$ cat src/source/sm83_regs_pkg.sv
package sm83_regs_pkg;

	localparam int          RST_VEC_SHIFT = 3;        // RST n jumps to n * 8
	localparam logic [15:0] PC_RESET      = 16'h0000; // PC after SYNC_RST

	typedef enum logic [2:0] {
		R_A, R_B, R_C, R_D, R_E, R_H, R_L, R_Z
	} reg8_e;

	typedef enum logic [2:0] {
		P_BC, P_DE, P_HL, P_SP, P_PC, P_WZ
	} pair_e;

	typedef enum logic [3:0] {
		OP_NOP,
		OP_LD_R_DIN,
		OP_LD_R_R,
		OP_LD_IR,
		OP_LD_WZ_DIN,
		OP_LD_PAIR_WZ,
		OP_INC_PAIR,
		OP_DEC_PAIR,
		OP_ADDR_PAIR,
		OP_STORE_R,
		OP_RST,
		OP_SYNC_RST
	} op_e;

	// Where a register write takes its data from
	typedef enum logic [1:0] {
		WR_DIN, WR_REG, WR_IDU, WR_WZ
	} wr_sel_e;

	typedef enum logic [1:0] {
		IDU_PASS, IDU_INC, IDU_DEC
	} idu_mode_e;

	typedef struct packed {
		op_e        op;
		reg8_e      dst;
		reg8_e      src;
		pair_e      pair;
		logic [7:0] din;
	} cmd_t;

	typedef struct packed {
		logic [7:0] hi;
		logic [7:0] lo;
	} bytes_t;

	typedef union packed {
		logic [15:0] word; // IDU and address view
		bytes_t      bytes; // Byte register view
	} pair_u;

	typedef struct packed {
		logic [6:0] ld_gpr;  // Indexed by reg8_e, A..L
		logic       ld_ir;
		logic       ld_w;
		logic       ld_z;
		logic       ld_sp;
		logic       ld_pc;
		logic [2:0] ld_pair; // HL, DE, BC
		wr_sel_e    wr_sel;
		reg8_e      src;
		pair_e      idu_sel;
		idu_mode_e  idu_mode;
		logic       addr_en;
		logic       dout_en;
		logic       pc_vec;  // RST vector load
		logic       pc_clr;  // SYNC_RST
	} ctrl_t;

	typedef struct packed {
		logic [7:0] a;
		logic [7:0] b;
		logic [7:0] c;
		logic [7:0] d;
		logic [7:0] e;
		logic [7:0] h;
		logic [7:0] l;
		logic [7:0] ir;
	} regs_t;

endpackage

$ cat src/source/gpr_file.sv
`timescale 1ns/1ns

module gpr_file (
	input  logic                 clk,
	input  logic                 arst_n,
	input  sm83_regs_pkg::ctrl_t ctrl,
	input  logic [7:0]           din,
	input  sm83_regs_pkg::pair_u idu_result,
	input  sm83_regs_pkg::pair_u wz,
	output sm83_regs_pkg::regs_t regs,
	output logic [7:0]           dout,
	output logic [7:0]           a_out
);
	import sm83_regs_pkg::*;

	logic [7:0] r      [0:6]; // A, B, C, D, E, H, L
	logic [7:0] r_next [0:6];
	logic [7:0] ir;
	logic [7:0] src_byte;
	logic [7:0] byte_in;
	pair_u      pair_in;

	assign src_byte = (ctrl.src == R_Z) ? wz.bytes.lo : r[ctrl.src];
	assign byte_in  = (ctrl.wr_sel == WR_REG) ? src_byte : din;
	assign pair_in  = (ctrl.wr_sel == WR_WZ) ? wz : idu_result;

	always_comb begin
		for (int i = 0; i < 7; i++) begin
			r_next[i] = r[i];
			if (ctrl.ld_gpr[i])
				r_next[i] = byte_in;
		end
		// BC, DE, HL sit at index pairs 1/2, 3/4, 5/6
		for (int p = 0; p < 3; p++) begin
			if (ctrl.ld_pair[p]) begin
				r_next[2*p+1] = pair_in.bytes.hi;
				r_next[2*p+2] = pair_in.bytes.lo;
			end
		end
	end

	always_ff @(posedge clk or negedge arst_n) begin
		if (!arst_n) begin
			r    <= '{default: 8'h00};
			ir   <= 8'h00;
			dout <= 8'h00;
		end else begin
			r <= r_next;
			if (ctrl.ld_ir)
				ir <= din; // Opcode straight from the data bus
			if (ctrl.dout_en)
				dout <= src_byte;
		end
	end

	assign regs  = '{a: r[0], b: r[1], c: r[2], d: r[3], e: r[4], h: r[5], l: r[6], ir: ir};
	assign a_out = r[0];

endmodule

$ cat src/source/idu.sv
`timescale 1ns/1ns

module idu (
	input  logic                 clk,
	input  logic                 arst_n,
	input  sm83_regs_pkg::ctrl_t ctrl,
	input  sm83_regs_pkg::regs_t regs,
	input  sm83_regs_pkg::pair_u sp,
	input  sm83_regs_pkg::pair_u pc,
	input  sm83_regs_pkg::pair_u wz,
	output sm83_regs_pkg::pair_u idu_result,
	output logic [15:0]          addr
);
	import sm83_regs_pkg::*;

	pair_u src;

	always_comb begin
		case (ctrl.idu_sel)
			P_BC:    src.word = {regs.b, regs.c};
			P_DE:    src.word = {regs.d, regs.e};
			P_HL:    src.word = {regs.h, regs.l};
			P_SP:    src = sp;
			P_PC:    src = pc;
			default: src = wz;
		endcase
	end

	always_comb begin
		case (ctrl.idu_mode)
			IDU_INC: idu_result.word = src.word + 16'd1; // Wraps at ffff
			IDU_DEC: idu_result.word = src.word - 16'd1;
			default: idu_result.word = src.word;
		endcase
	end

	always_ff @(posedge clk or negedge arst_n) begin
		if (!arst_n)
			addr <= 16'h0000;
		else if (ctrl.addr_en)
			addr <= src.word; // Address before the IDU step
	end

endmodule

$ cat src/source/pointer_regs.sv
`timescale 1ns/1ns

module pointer_regs (
	input  logic                 clk,
	input  logic                 arst_n,
	input  sm83_regs_pkg::ctrl_t ctrl,
	input  sm83_regs_pkg::pair_u idu_result,
	input  sm83_regs_pkg::pair_u wz,
	input  logic [7:0]           ir,
	output sm83_regs_pkg::pair_u sp,
	output sm83_regs_pkg::pair_u pc
);
	import sm83_regs_pkg::*;

	pair_u       pair_in;
	logic [15:0] rst_vec;

	// Jumps come in through WZ, everything else through the IDU
	assign pair_in = (ctrl.wr_sel == WR_WZ) ? wz : idu_result;
	assign rst_vec = 16'(ir[5:3]) << RST_VEC_SHIFT; // 00h, 08h .. 38h

	always_ff @(posedge clk or negedge arst_n) begin
		if (!arst_n) begin
			sp.word <= 16'h0000;
		end else if (ctrl.ld_sp) begin
			sp <= pair_in;
		end
	end

	always_ff @(posedge clk or negedge arst_n) begin
		if (!arst_n) begin
			pc.word <= 16'h0000;
		end else begin
			if (ctrl.pc_clr)
				pc.word <= PC_RESET; // Synchronous clear wins
			else if (ctrl.pc_vec)
				pc.word <= rst_vec;
			else if (ctrl.ld_pc)
				pc <= pair_in;
		end
	end

endmodule

$ cat src/source/reg_control.sv
`timescale 1ns/1ns

module reg_control (
	input  logic                 clk,
	input  logic                 arst_n,
	input  logic                 cmd_valid,
	input  sm83_regs_pkg::cmd_t  cmd,
	output sm83_regs_pkg::ctrl_t ctrl,
	output logic                 out_valid,
	output logic                 illegal
);
	import sm83_regs_pkg::*;

	logic legal;

	// Route a pair write to its destination registers
	function automatic ctrl_t pair_dst(input ctrl_t c, input pair_e p, input logic wz_ok);
		ctrl_t r;
		r = c;
		case (p)
			P_BC: r.ld_pair[0] = 1'b1;
			P_DE: r.ld_pair[1] = 1'b1;
			P_HL: r.ld_pair[2] = 1'b1;
			P_SP: r.ld_sp = 1'b1;
			P_PC: r.ld_pc = 1'b1;
			default: begin
				r.ld_w = wz_ok; // WZ onto itself is a no-op
				r.ld_z = wz_ok;
			end
		endcase
		return r;
	endfunction

	always_comb begin
		ctrl  = '0;
		legal = 1'b1;
		if (cmd_valid) begin
			ctrl.src     = cmd.src;
			ctrl.idu_sel = cmd.pair;
			ctrl.addr_en = 1'b1;
			case (cmd.op)
				OP_NOP: ctrl.addr_en = 1'b0;
				OP_LD_R_DIN: begin
					ctrl.wr_sel = WR_DIN;
					if (cmd.dst == R_Z)
						ctrl.ld_z = 1'b1;
					else
						ctrl.ld_gpr[cmd.dst] = 1'b1;
				end
				OP_LD_R_R: begin
					ctrl.wr_sel = WR_REG;
					if (cmd.dst == R_Z)
						legal = 1'b0; // Z is not a byte copy target
					else
						ctrl.ld_gpr[cmd.dst] = 1'b1;
				end
				OP_LD_IR: begin
					ctrl.ld_ir    = 1'b1;
					ctrl.wr_sel   = WR_IDU;
					ctrl.idu_sel  = P_PC; // Fetch address, then PC + 1
					ctrl.idu_mode = IDU_INC;
					ctrl.ld_pc    = 1'b1;
				end
				OP_LD_WZ_DIN: begin
					ctrl.wr_sel = WR_DIN;
					ctrl.ld_w   = (cmd.dst == R_H);
					ctrl.ld_z   = (cmd.dst != R_H);
				end
				OP_LD_PAIR_WZ: begin
					ctrl.wr_sel = WR_WZ;
					ctrl        = pair_dst(ctrl, cmd.pair, 1'b0);
				end
				OP_INC_PAIR, OP_DEC_PAIR: begin
					ctrl.wr_sel   = WR_IDU;
					ctrl.idu_mode = (cmd.op == OP_INC_PAIR) ? IDU_INC : IDU_DEC;
					ctrl          = pair_dst(ctrl, cmd.pair, 1'b1);
				end
				OP_ADDR_PAIR: ctrl.idu_mode = IDU_PASS;
				OP_STORE_R:   ctrl.dout_en = 1'b1;
				OP_RST:       ctrl.pc_vec = 1'b1;
				OP_SYNC_RST:  ctrl.pc_clr = 1'b1;
				default:      legal = 1'b0;
			endcase
			if (cmd.pair > P_WZ && cmd.op inside {OP_LD_PAIR_WZ, OP_INC_PAIR,
					OP_DEC_PAIR, OP_ADDR_PAIR})
				legal = 1'b0; // Pair code 6 or 7
			if (!legal)
				ctrl = '0; // Rejected command touches nothing
		end
	end

	always_ff @(posedge clk or negedge arst_n) begin
		if (!arst_n) begin
			out_valid <= 1'b0;
			illegal   <= 1'b0;
		end else begin
			out_valid <= cmd_valid;
			illegal   <= illegal | (cmd_valid & ~legal); // Sticky
		end
	end

endmodule

$ cat src/source/regs_buses_top.sv
`timescale 1ns/1ns

module regs_buses_top (
	input  logic                clk,
	input  logic                arst_n,
	input  logic                cmd_valid,
	input  sm83_regs_pkg::cmd_t cmd,
	input  logic [7:0]          din,
	output logic [15:0]         addr,
	output logic [7:0]          dout,
	output logic [7:0]          a_out,
	output logic                out_valid,
	output logic                illegal
);
	import sm83_regs_pkg::*;

	ctrl_t ctrl;
	regs_t regs;
	pair_u wz;
	pair_u sp;
	pair_u pc;
	pair_u idu_result;

	reg_control u_control (
		.clk       (clk),
		.arst_n    (arst_n),
		.cmd_valid (cmd_valid),
		.cmd       (cmd),
		.ctrl      (ctrl),
		.out_valid (out_valid),
		.illegal   (illegal)
	);

	gpr_file u_gpr (
		.clk        (clk),
		.arst_n     (arst_n),
		.ctrl       (ctrl),
		.din        (din),
		.idu_result (idu_result),
		.wz         (wz),
		.regs       (regs),
		.dout       (dout),
		.a_out      (a_out)
	);

	temp_wz u_wz (
		.clk        (clk),
		.arst_n     (arst_n),
		.ctrl       (ctrl),
		.din        (din),
		.idu_result (idu_result),
		.wz         (wz)
	);

	pointer_regs u_ptr (
		.clk        (clk),
		.arst_n     (arst_n),
		.ctrl       (ctrl),
		.idu_result (idu_result),
		.wz         (wz),
		.ir         (regs.ir), // RST vector bits
		.sp         (sp),
		.pc         (pc)
	);

	idu u_idu (
		.clk        (clk),
		.arst_n     (arst_n),
		.ctrl       (ctrl),
		.regs       (regs),
		.sp         (sp),
		.pc         (pc),
		.wz         (wz),
		.idu_result (idu_result),
		.addr       (addr)
	);

endmodule

$ cat src/source/temp_wz.sv
`timescale 1ns/1ns

module temp_wz (
	input  logic                 clk,
	input  logic                 arst_n,
	input  sm83_regs_pkg::ctrl_t ctrl,
	input  logic [7:0]           din,
	input  sm83_regs_pkg::pair_u idu_result,
	output sm83_regs_pkg::pair_u wz
);
	import sm83_regs_pkg::*;

	logic [7:0] w_in;
	logic [7:0] z_in;
	logic       from_idu;

	// Same choice as the silicon: IDU result or data bus
	assign from_idu = (ctrl.wr_sel == WR_IDU);
	assign z_in     = from_idu ? idu_result.bytes.lo : din;
	assign w_in     = from_idu ? idu_result.bytes.hi : din;

	always_ff @(posedge clk or negedge arst_n) begin
		if (!arst_n) begin
			wz.word <= 16'h0000;
		end else begin
			if (ctrl.ld_w)
				wz.bytes.hi <= w_in;
			if (ctrl.ld_z)
				wz.bytes.lo <= z_in;
		end
	end

endmodule

$ cat config.mk
export PLATFORM = sky130hd
export DESIGN_NAME = regs_buses_top
export DESIGN_NICKNAME = d
export VERILOG_FILES = /design/src/source/sm83_regs_pkg.sv /design/src/source/gpr_file.sv /design/src/source/idu.sv /design/src/source/pointer_regs.sv /design/src/source/reg_control.sv /design/src/source/regs_buses_top.sv /design/src/source/temp_wz.sv
export SDC_FILE = /design/constraint.sdc
export NUM_CORES = 1
export LEC_CHECK = 0
export BUFFER_PORTS_ARGS = -buffer_cell sky130_fd_sc_hd__buf_2
export CAP_MARGIN = 0
export CELL_PAD_IN_SITES_DETAIL_PLACEMENT = 0
export CELL_PAD_IN_SITES_GLOBAL_PLACEMENT = 2
export CORE_UTILIZATION = 42
export DETAILED_ROUTE_END_ITERATION = 7
export GPL_TIMING_DRIVEN = 0
export PLACE_DENSITY_LB_ADDON = 0.1
export SLEW_MARGIN = 20
export SYNTH_ARGS = -nofsm -noshare
export SYNTH_HDL_FRONTEND = slang
export SYNTH_SLANG_ARGS = --single-unit
$ cat constraint.sdc
create_clock -name clk -period 11.01 [get_ports clk]
set_input_delay 0.5505 -clock clk [delete_from_list [all_inputs] [get_ports clk]]
set_output_delay 0.5505 -clock clk [all_outputs]
set_load 0.05 [all_outputs]
Yosys cells after proc, flatten, opt, wreduce, memory -nomap -nowiden --
Cells that the tools add are included.
Operators by class: add/subtract/negate cells 2, reductions and logical operators 19, div/mod/pow operators 0, bitwise operators 4, shift operators 0, $lt $le $gt $ge 4, multipliers 0, multiplexer cells 54, equal/unequal tests 28
Operator list (number):
- $mux W16 | 7
- $mux W8 | 12
- $pmux W16 S5 | 1
- $mux W29 | 2
- $pmux W16 S2 | 1
- $bmux W8 S3 | 1
- $mux W1 | 17
- $add A16 B1 Y16 const B | 1
- $eq A4 B3 Y1 const B | 4
- $eq A4 B4 Y1 const B | 4
- $sub A16 B1 Y16 const B | 1
- $eq A3 B3 Y1 const B | 5
- $mux W7 | 2
- $eq A3 B2 Y1 const B | 4
- $reduce_bool A2 Y1 | 6
- $reduce_or A11 Y1 | 1
- $eq A4 B2 Y1 const B | 2
- $eq A2 B2 Y1 const B | 3
- $eq A3 B1 Y1 const B | 2
- $logic_not A3 Y1 | 2
- $mux W3 | 2
- $pmux W1 S2 | 3
- $pmux W2 S3 | 1
- $reduce_or A3 Y1 | 2
- 21 further kinds | 25
Word-level totals: output and inout bits 34, word-level logic and storage cells 127, input port bits 32, memory bits (read-only) 0, memories 0, RAM bits 0, bits in registers 136, latch bits 0

Depth between registers and ports, before layout --
depth after elaboration 16, mapped depth 22, gate-level depth less buffers 19

By module --
From an unflattened synthesis, not the netlist that was laid out.
Unflattened totals: cell total of the unflattened synthesis 959, area, all modules 9053.7 um2
Modules (own cells, without submodules):
- gpr_file | seq. area each 1801.7 um2, times used 1, cells an instance 402, area an instance 4071.4 um2
- idu | seq. area each 400.4 um2, times used 1, cells an instance 276, area an instance 2306.0 um2
- pointer_regs | seq. area each 800.8 um2, times used 1, cells an instance 124, area an instance 1352.5 um2
- temp_wz | seq. area each 400.4 um2, times used 1, cells an instance 71, area an instance 763.2 um2
- reg_control | seq. area each 50.0 um2, times used 1, cells an instance 86, area an instance 560.5 um2

Least setup slack after synthesis --
Ideal clock, no wire load.
kind input to register, start point input port cmd[17] in the netlist's numbering, end point register u_ptr.pc[14] in the netlist's numbering, data required time 10.870 ns, arrival time 4.699 ns, library setup time 0.140 ns, stages on the path 22, path buffers 4, setup slack 6.171 ns, cells stage by stage buf_2 o21a_1 o211a_1 nor2_1 clkbuf_1 clkbuf_1 o21ai_0 ha_1 clkbuf_1 inv_1 fa_1 nand2b_1 nand2_1 a31oi_1 o21bai_1 a2111o_1 a22o_1 a221o_1 nor2_1 a21oi_1 o21ai_0 o21ai_0
Between the ends: cells in the longest elaborated chain, start to end 15, elaborated cells on any way between the ends 47, classes of those cells add/sub: 2; eq/ne: 18; mux: 18; reduce/logical: 9
Ends and longest elaborated chain:
- start, declared | RTL line regs_buses_top.sv:7 | input sm83_regs_pkg::cmd_t cmd,
- $eq A4 B1 Y1 (tied with other cells) | RTL line reg_control.sv:41 | case (cmd.op)
- $reduce_or A11 Y1 (no line) or $reduce_bool A4 Y1 (tied branches)
- $pmux W1 S2 or $logic_and A1 B1 Y1 (tied branches) | RTL line reg_control.sv:41, reg_control.sv:84
- $mux W1 | RTL line reg_control.sv:84 | if (cmd.pair > P_WZ && cmd.op inside {OP_LD_PAIR_WZ, OP_INC_PAIR,
- $mux W1 | RTL line reg_control.sv:37 | if (cmd_valid) begin
- $mux W29 * | RTL line reg_control.sv:87 | if (!legal)
- $mux W29 * | RTL line reg_control.sv:37
- $eq A3 B3 Y1 (tied with other cells) | RTL line idu.sv:19 | case (ctrl.idu_sel)
- $pmux W16 S5 | RTL line idu.sv:19
- $sub A16 B1 Y16 or $add A16 B1 Y16 (tied branches) | RTL line idu.sv:32, idu.sv:31
- $pmux W16 S2 | RTL line idu.sv:30 | case (ctrl.idu_mode)
- $mux W16 | RTL line pointer_regs.sv:19 | assign pair_in = (ctrl.wr_sel == WR_WZ) ? wz : idu_result;
- $mux W16 | RTL line pointer_regs.sv:38 | else if (ctrl.ld_pc)
- $mux W16 | RTL line pointer_regs.sv:36 | else if (ctrl.pc_vec)
- $mux W16 | RTL line pointer_regs.sv:34 | if (ctrl.pc_clr)
- end signal, assigned | RTL line pointer_regs.sv:39 | pc <= pair_in;
- end, declared | RTL line pointer_regs.sv:11 | output sm83_regs_pkg::pair_u pc
Mark *: on every way between the ends. The rest lies on a longest branch, timed or not. The select of a mux whose other input is x is not followed. A chain may end at the register's enable or synchronous reset.

Worst setup path in the final report --
start point input port cmd[17] in the netlist's numbering, end point register u_ptr.sp[14] in the netlist's numbering
Between the ends: cells in the longest elaborated chain, start to end 12, elaborated cells on any way between the ends 41, classes of those cells add/sub: 2; eq/ne: 18; mux: 13; reduce/logical: 8
Ends and longest elaborated chain:
- $eq A4 B1 Y1 (tied with other cells) | RTL line reg_control.sv:41
- $reduce_or A11 Y1 (no line) or $reduce_bool A4 Y1 (tied branches)
- $pmux W1 S2 or $logic_and A1 B1 Y1 (tied branches) | RTL line reg_control.sv:41, reg_control.sv:84
- $mux W1 | RTL line reg_control.sv:84
- $mux W1 | RTL line reg_control.sv:37
- $mux W29 * | RTL line reg_control.sv:87
- $mux W29 * | RTL line reg_control.sv:37
- $eq A3 B3 Y1 (tied with other cells) | RTL line idu.sv:19
- $pmux W16 S5 | RTL line idu.sv:19
- $sub A16 B1 Y16 or $add A16 B1 Y16 (tied branches) | RTL line idu.sv:32, idu.sv:31
- $pmux W16 S2 | RTL line idu.sv:30
- $mux W16 | RTL line pointer_regs.sv:19
- end signal, assigned | RTL line pointer_regs.sv:26 | sp <= pair_in;
- end, declared | RTL line pointer_regs.sv:10 | output sm83_regs_pkg::pair_u sp,
Marks and branches as above.

==> flow_summary.toml <==
[worst_setup_path]
setup.worst_path.end_class = "flip-flop"
crit_fanout = 14
critPathTopFamily = "compound AO/OA/AOI/OAI gates"
crit_slowest_cell = "o21ai_0"
arrival_ns = 6.38
path_class = "in -> reg"
worstPathRequired_ns = 11.29
crit_chain = "buf_2, buf_2, o21a_1, o211a_1, nor2_1, clkbuf_1, clkbuf_1, o21ai_0, ha_1, clkbuf_1, inv_1, fa_1, nand2b_1, nand2_1, a31oi_1, o21bai_1, a2111o_1, a22o_1, a221o_1, nor2_1, a21oi_1, o21ai_0, o21ai_0"
path_buf_inv = 6
slowest_delay_ns = 0.69
startpoint_type = "input port"

[timing]
final-setup-viol-count = 0
fin_setup_tns_ns = 0
slew_viol_final = 0
final-hold-violation-count = 2
worst_hold_slack_ns = -0.000915
rsz0062_at_grt = "no"
fin_skew_ns = 0.00851
relSlewSlack_pct = 20.9
period_minus_slack_ns = 6.10
worstMarginPinSlew_ns = 1.18
setup_slack_ns = 4.91
finalCritPeriodShare_pct = 55.4
max_freq_mhz = 164

[routing]
finalWirelength_mm = 29.2
via_per_inst = 6.08
antenna_left = 0
avgRoutedWirePerCell_um = 23.8
vias = 7477
drt_iter0_markers = 716
drc_errors = 0
drt-pass1-iter-count = 5

[placement]
pre_cts_ws_ns = 4.59
post_dp_cell_area_um2 = 9030
dp_hpwl_mm = 22.7
gp_congestion = 1.01
io_buffers = 51
dp_cells = 1198

[logic_synthesis]
synthAdderAreaFrac_pct = 2.45
ys_types = 76
async_flop_share_pct = 100
synth_top_cells_by_count = "dfrtp_1, nand2_1, mux2_2"
synth_area_leaders = "dfrtp_1, mux2_2, mux2i_1"
synth.most_common_cell = "dfrtp_1"
synth_flop_cell = "dfrtp_1"
syn_inst = 880
synthMuxAreaShare_pct = 18.4
syn_area_um2 = 8390
syn_nets = 927
synth_xor_area_share_pct = 1.36
yosys.area_share.simple_pct = 13.2
synth_largest_area_cell = "dfrtp_1"
synth_top_family_by_area = "compound AO/OA/AOI/OAI gates"
ys_ff_latch = 133
seq_area_frac_synth_pct = 39.7
yosysWarnings = 0
avgSynthCellArea_um2 = 9.53
synth_top_cell_area_share_pct = 39.7
synth_compound_area_share_pct = 20.7
synth_edf_count = 0

[global_route]
overflow = 0
grt_start_max_net_pins = 95
antenna_found_initial = 0
grt_pass1_vias = 7258
grt_use_total_pct = 30.0
grt_pass1_wl_mm = 44.7

[outcome]
violations = "hold timing"
status = "finished, violations left"

[job]
cap_violations = 0

[power]
ir_drop_mv = 0.118
power_density_nw_per_um2 = 180
p_leak_nw = 4.55
power_mw = 1.74

[clocking]
clk_latency_ns = 0.43
post-cts-setup-buffer-count = 0
cts_root_buf = "clkbuf_16"
cts_sinks = 133
clkSlewWorstSetupHoldPaths_ns = 0.06
cts.hold.buffers_added = 0
cts_tree = "done"
htreeDepth = 4
cts-resized-gates = 0
clockBufferDepth = 2
cts_buffers = 17

[hold_path]
hp-class = "in -> async"

[final_layout]
area_growth_pct = 15.0
nets = 999
final_cells = 1230
diodes = 0
drive_above_1_share_pct = 19.7
fin_area_um2 = 9650
fin_util_pct = 49.4
fillCellCount = 1879

[floorplanning]
fp-row-count = 51
core-area_um2 = 19500
die_area_um2 = 20500
die_y_um = 143
io_pins = 66
chipWidth_um = 143
start_util_pct = 43.0
cells by family (layout without fill, tap and decap cells):
kind of cell               Yosys count  after routing
AOI/OAI and AO/OA                  256            256
xor gates and xnor gates            13             13
adders and majority gates           16             16
buffers and inverters               81            166
DFF                                133            133
muxes                              144            144
and+or+nand+nor                    237            237
power by group:
group	switching, mW	internal (mW)	leakage, nW
clock	0.229	0.376	0.301
sequential	0.0827	0.583	1.76
combinational	0.304	0.164	2.49
total	0.616	1.12	4.55
layout make-up:
type | instances | area, µm² | area share, %
multi-input combinational | 666 | 4720 | 48.9
clock buffer | 22 | 474 | 4.91
tap | 265 | 332 | 3.44
clock inverter | 10 | 146 | 1.52
sequential | 133 | 3330 | 34.5
timing repair buffer | 53 | 298 | 3.09
inverter | 20 | 75.1 | 0.778
buffer | 61 | 278 | 2.88
cell usage in the layout (no fill, tap or decap), drive strengths merged, types with 4 or more instances in the layout:
cell type | netlist | routed
nor3b | 6 | 6
nor2b | 12 | 12
a31oi | 19 | 19
and3 | 4 | 4
a21oi | 49 | 49
nand3 | 11 | 11
dfrtp | 133 | 133
nor2 | 67 | 67
mux2i | 64 | 64
nand2b | 8 | 8
nand2 | 97 | 97
a211oi | 5 | 5
xnor2 | 7 | 7
o21a | 6 | 6
o21bai | 4 | 4
a21o | 7 | 7
a22o | 8 | 8
xor2 | 6 | 6
inv | 19 | 20
mux2 | 80 | 80
o21ai | 74 | 74
nor3 | 9 | 9
a22oi | 26 | 26
ha | 14 | 14
o311ai | 4 | 4
clkbuf | 39 | 61
o211a | 4 | 4
a222oi | 12 | 12
a221o | 10 | 10
clkinv | 1 | 6
o31ai | 6 | 6
buf | 22 | 75
final timing paths:
kind / start / end / slack [ns] / cells past startpoint
max: cmd[17] / u_ptr.sp[14]$_DFFE_PN0P_ / 4.91 / 23
min: arst_n / u_control.out_valid$_DFF_PN0_ / -0.0009 / 1
max reg2reg: u_gpr.regs[8]$_DFFE_PN0P_ / u_ptr.sp[14]$_DFFE_PN0P_ / 6.52 / 17
min reg2reg: u_control.illegal$_DFF_PN0_ / u_control.illegal$_DFF_PN0_ / 0.47 / 1
max in group asynchronous: arst_n / u_ptr.pc[4]$_DFFE_PN0P_ / 10.22 / 2
min in group clk: cmd_valid / u_control.out_valid$_DFF_PN0_ / 0.31 / 1
layer usage:
| layer | track usage, % | wire length [µm] | part of all wire (%) | up-vias |
|---|---|---|---|---|
| li1 | - | - | - | 3410 |
| met1 | 41.2 | 13100 | 45 | 3756 |
| met3 | 4.07 | 1770 | 6.0 | 31 |
| met4 | 8.73 | 524 | 1.8 | 0 |
| met5 | 0 | 0 | 0 | - |
| met2 | 49.2 | 13800 | 47 | 280 |
registers in the layout, indices dropped and copies added, names as in the netlist:
signal / cells
u_gpr.regs: 48
u_idu.addr: 16
u_ptr.pc: 16
u_ptr.sp: 16
u_wz.wz: 16
u_gpr.a_out: 8
u_gpr.dout: 8
u_gpr.ir: 3
u_control.illegal: 1
u_control.out_valid: 1
Note: power is estimated with default switching activity, not from simulation.
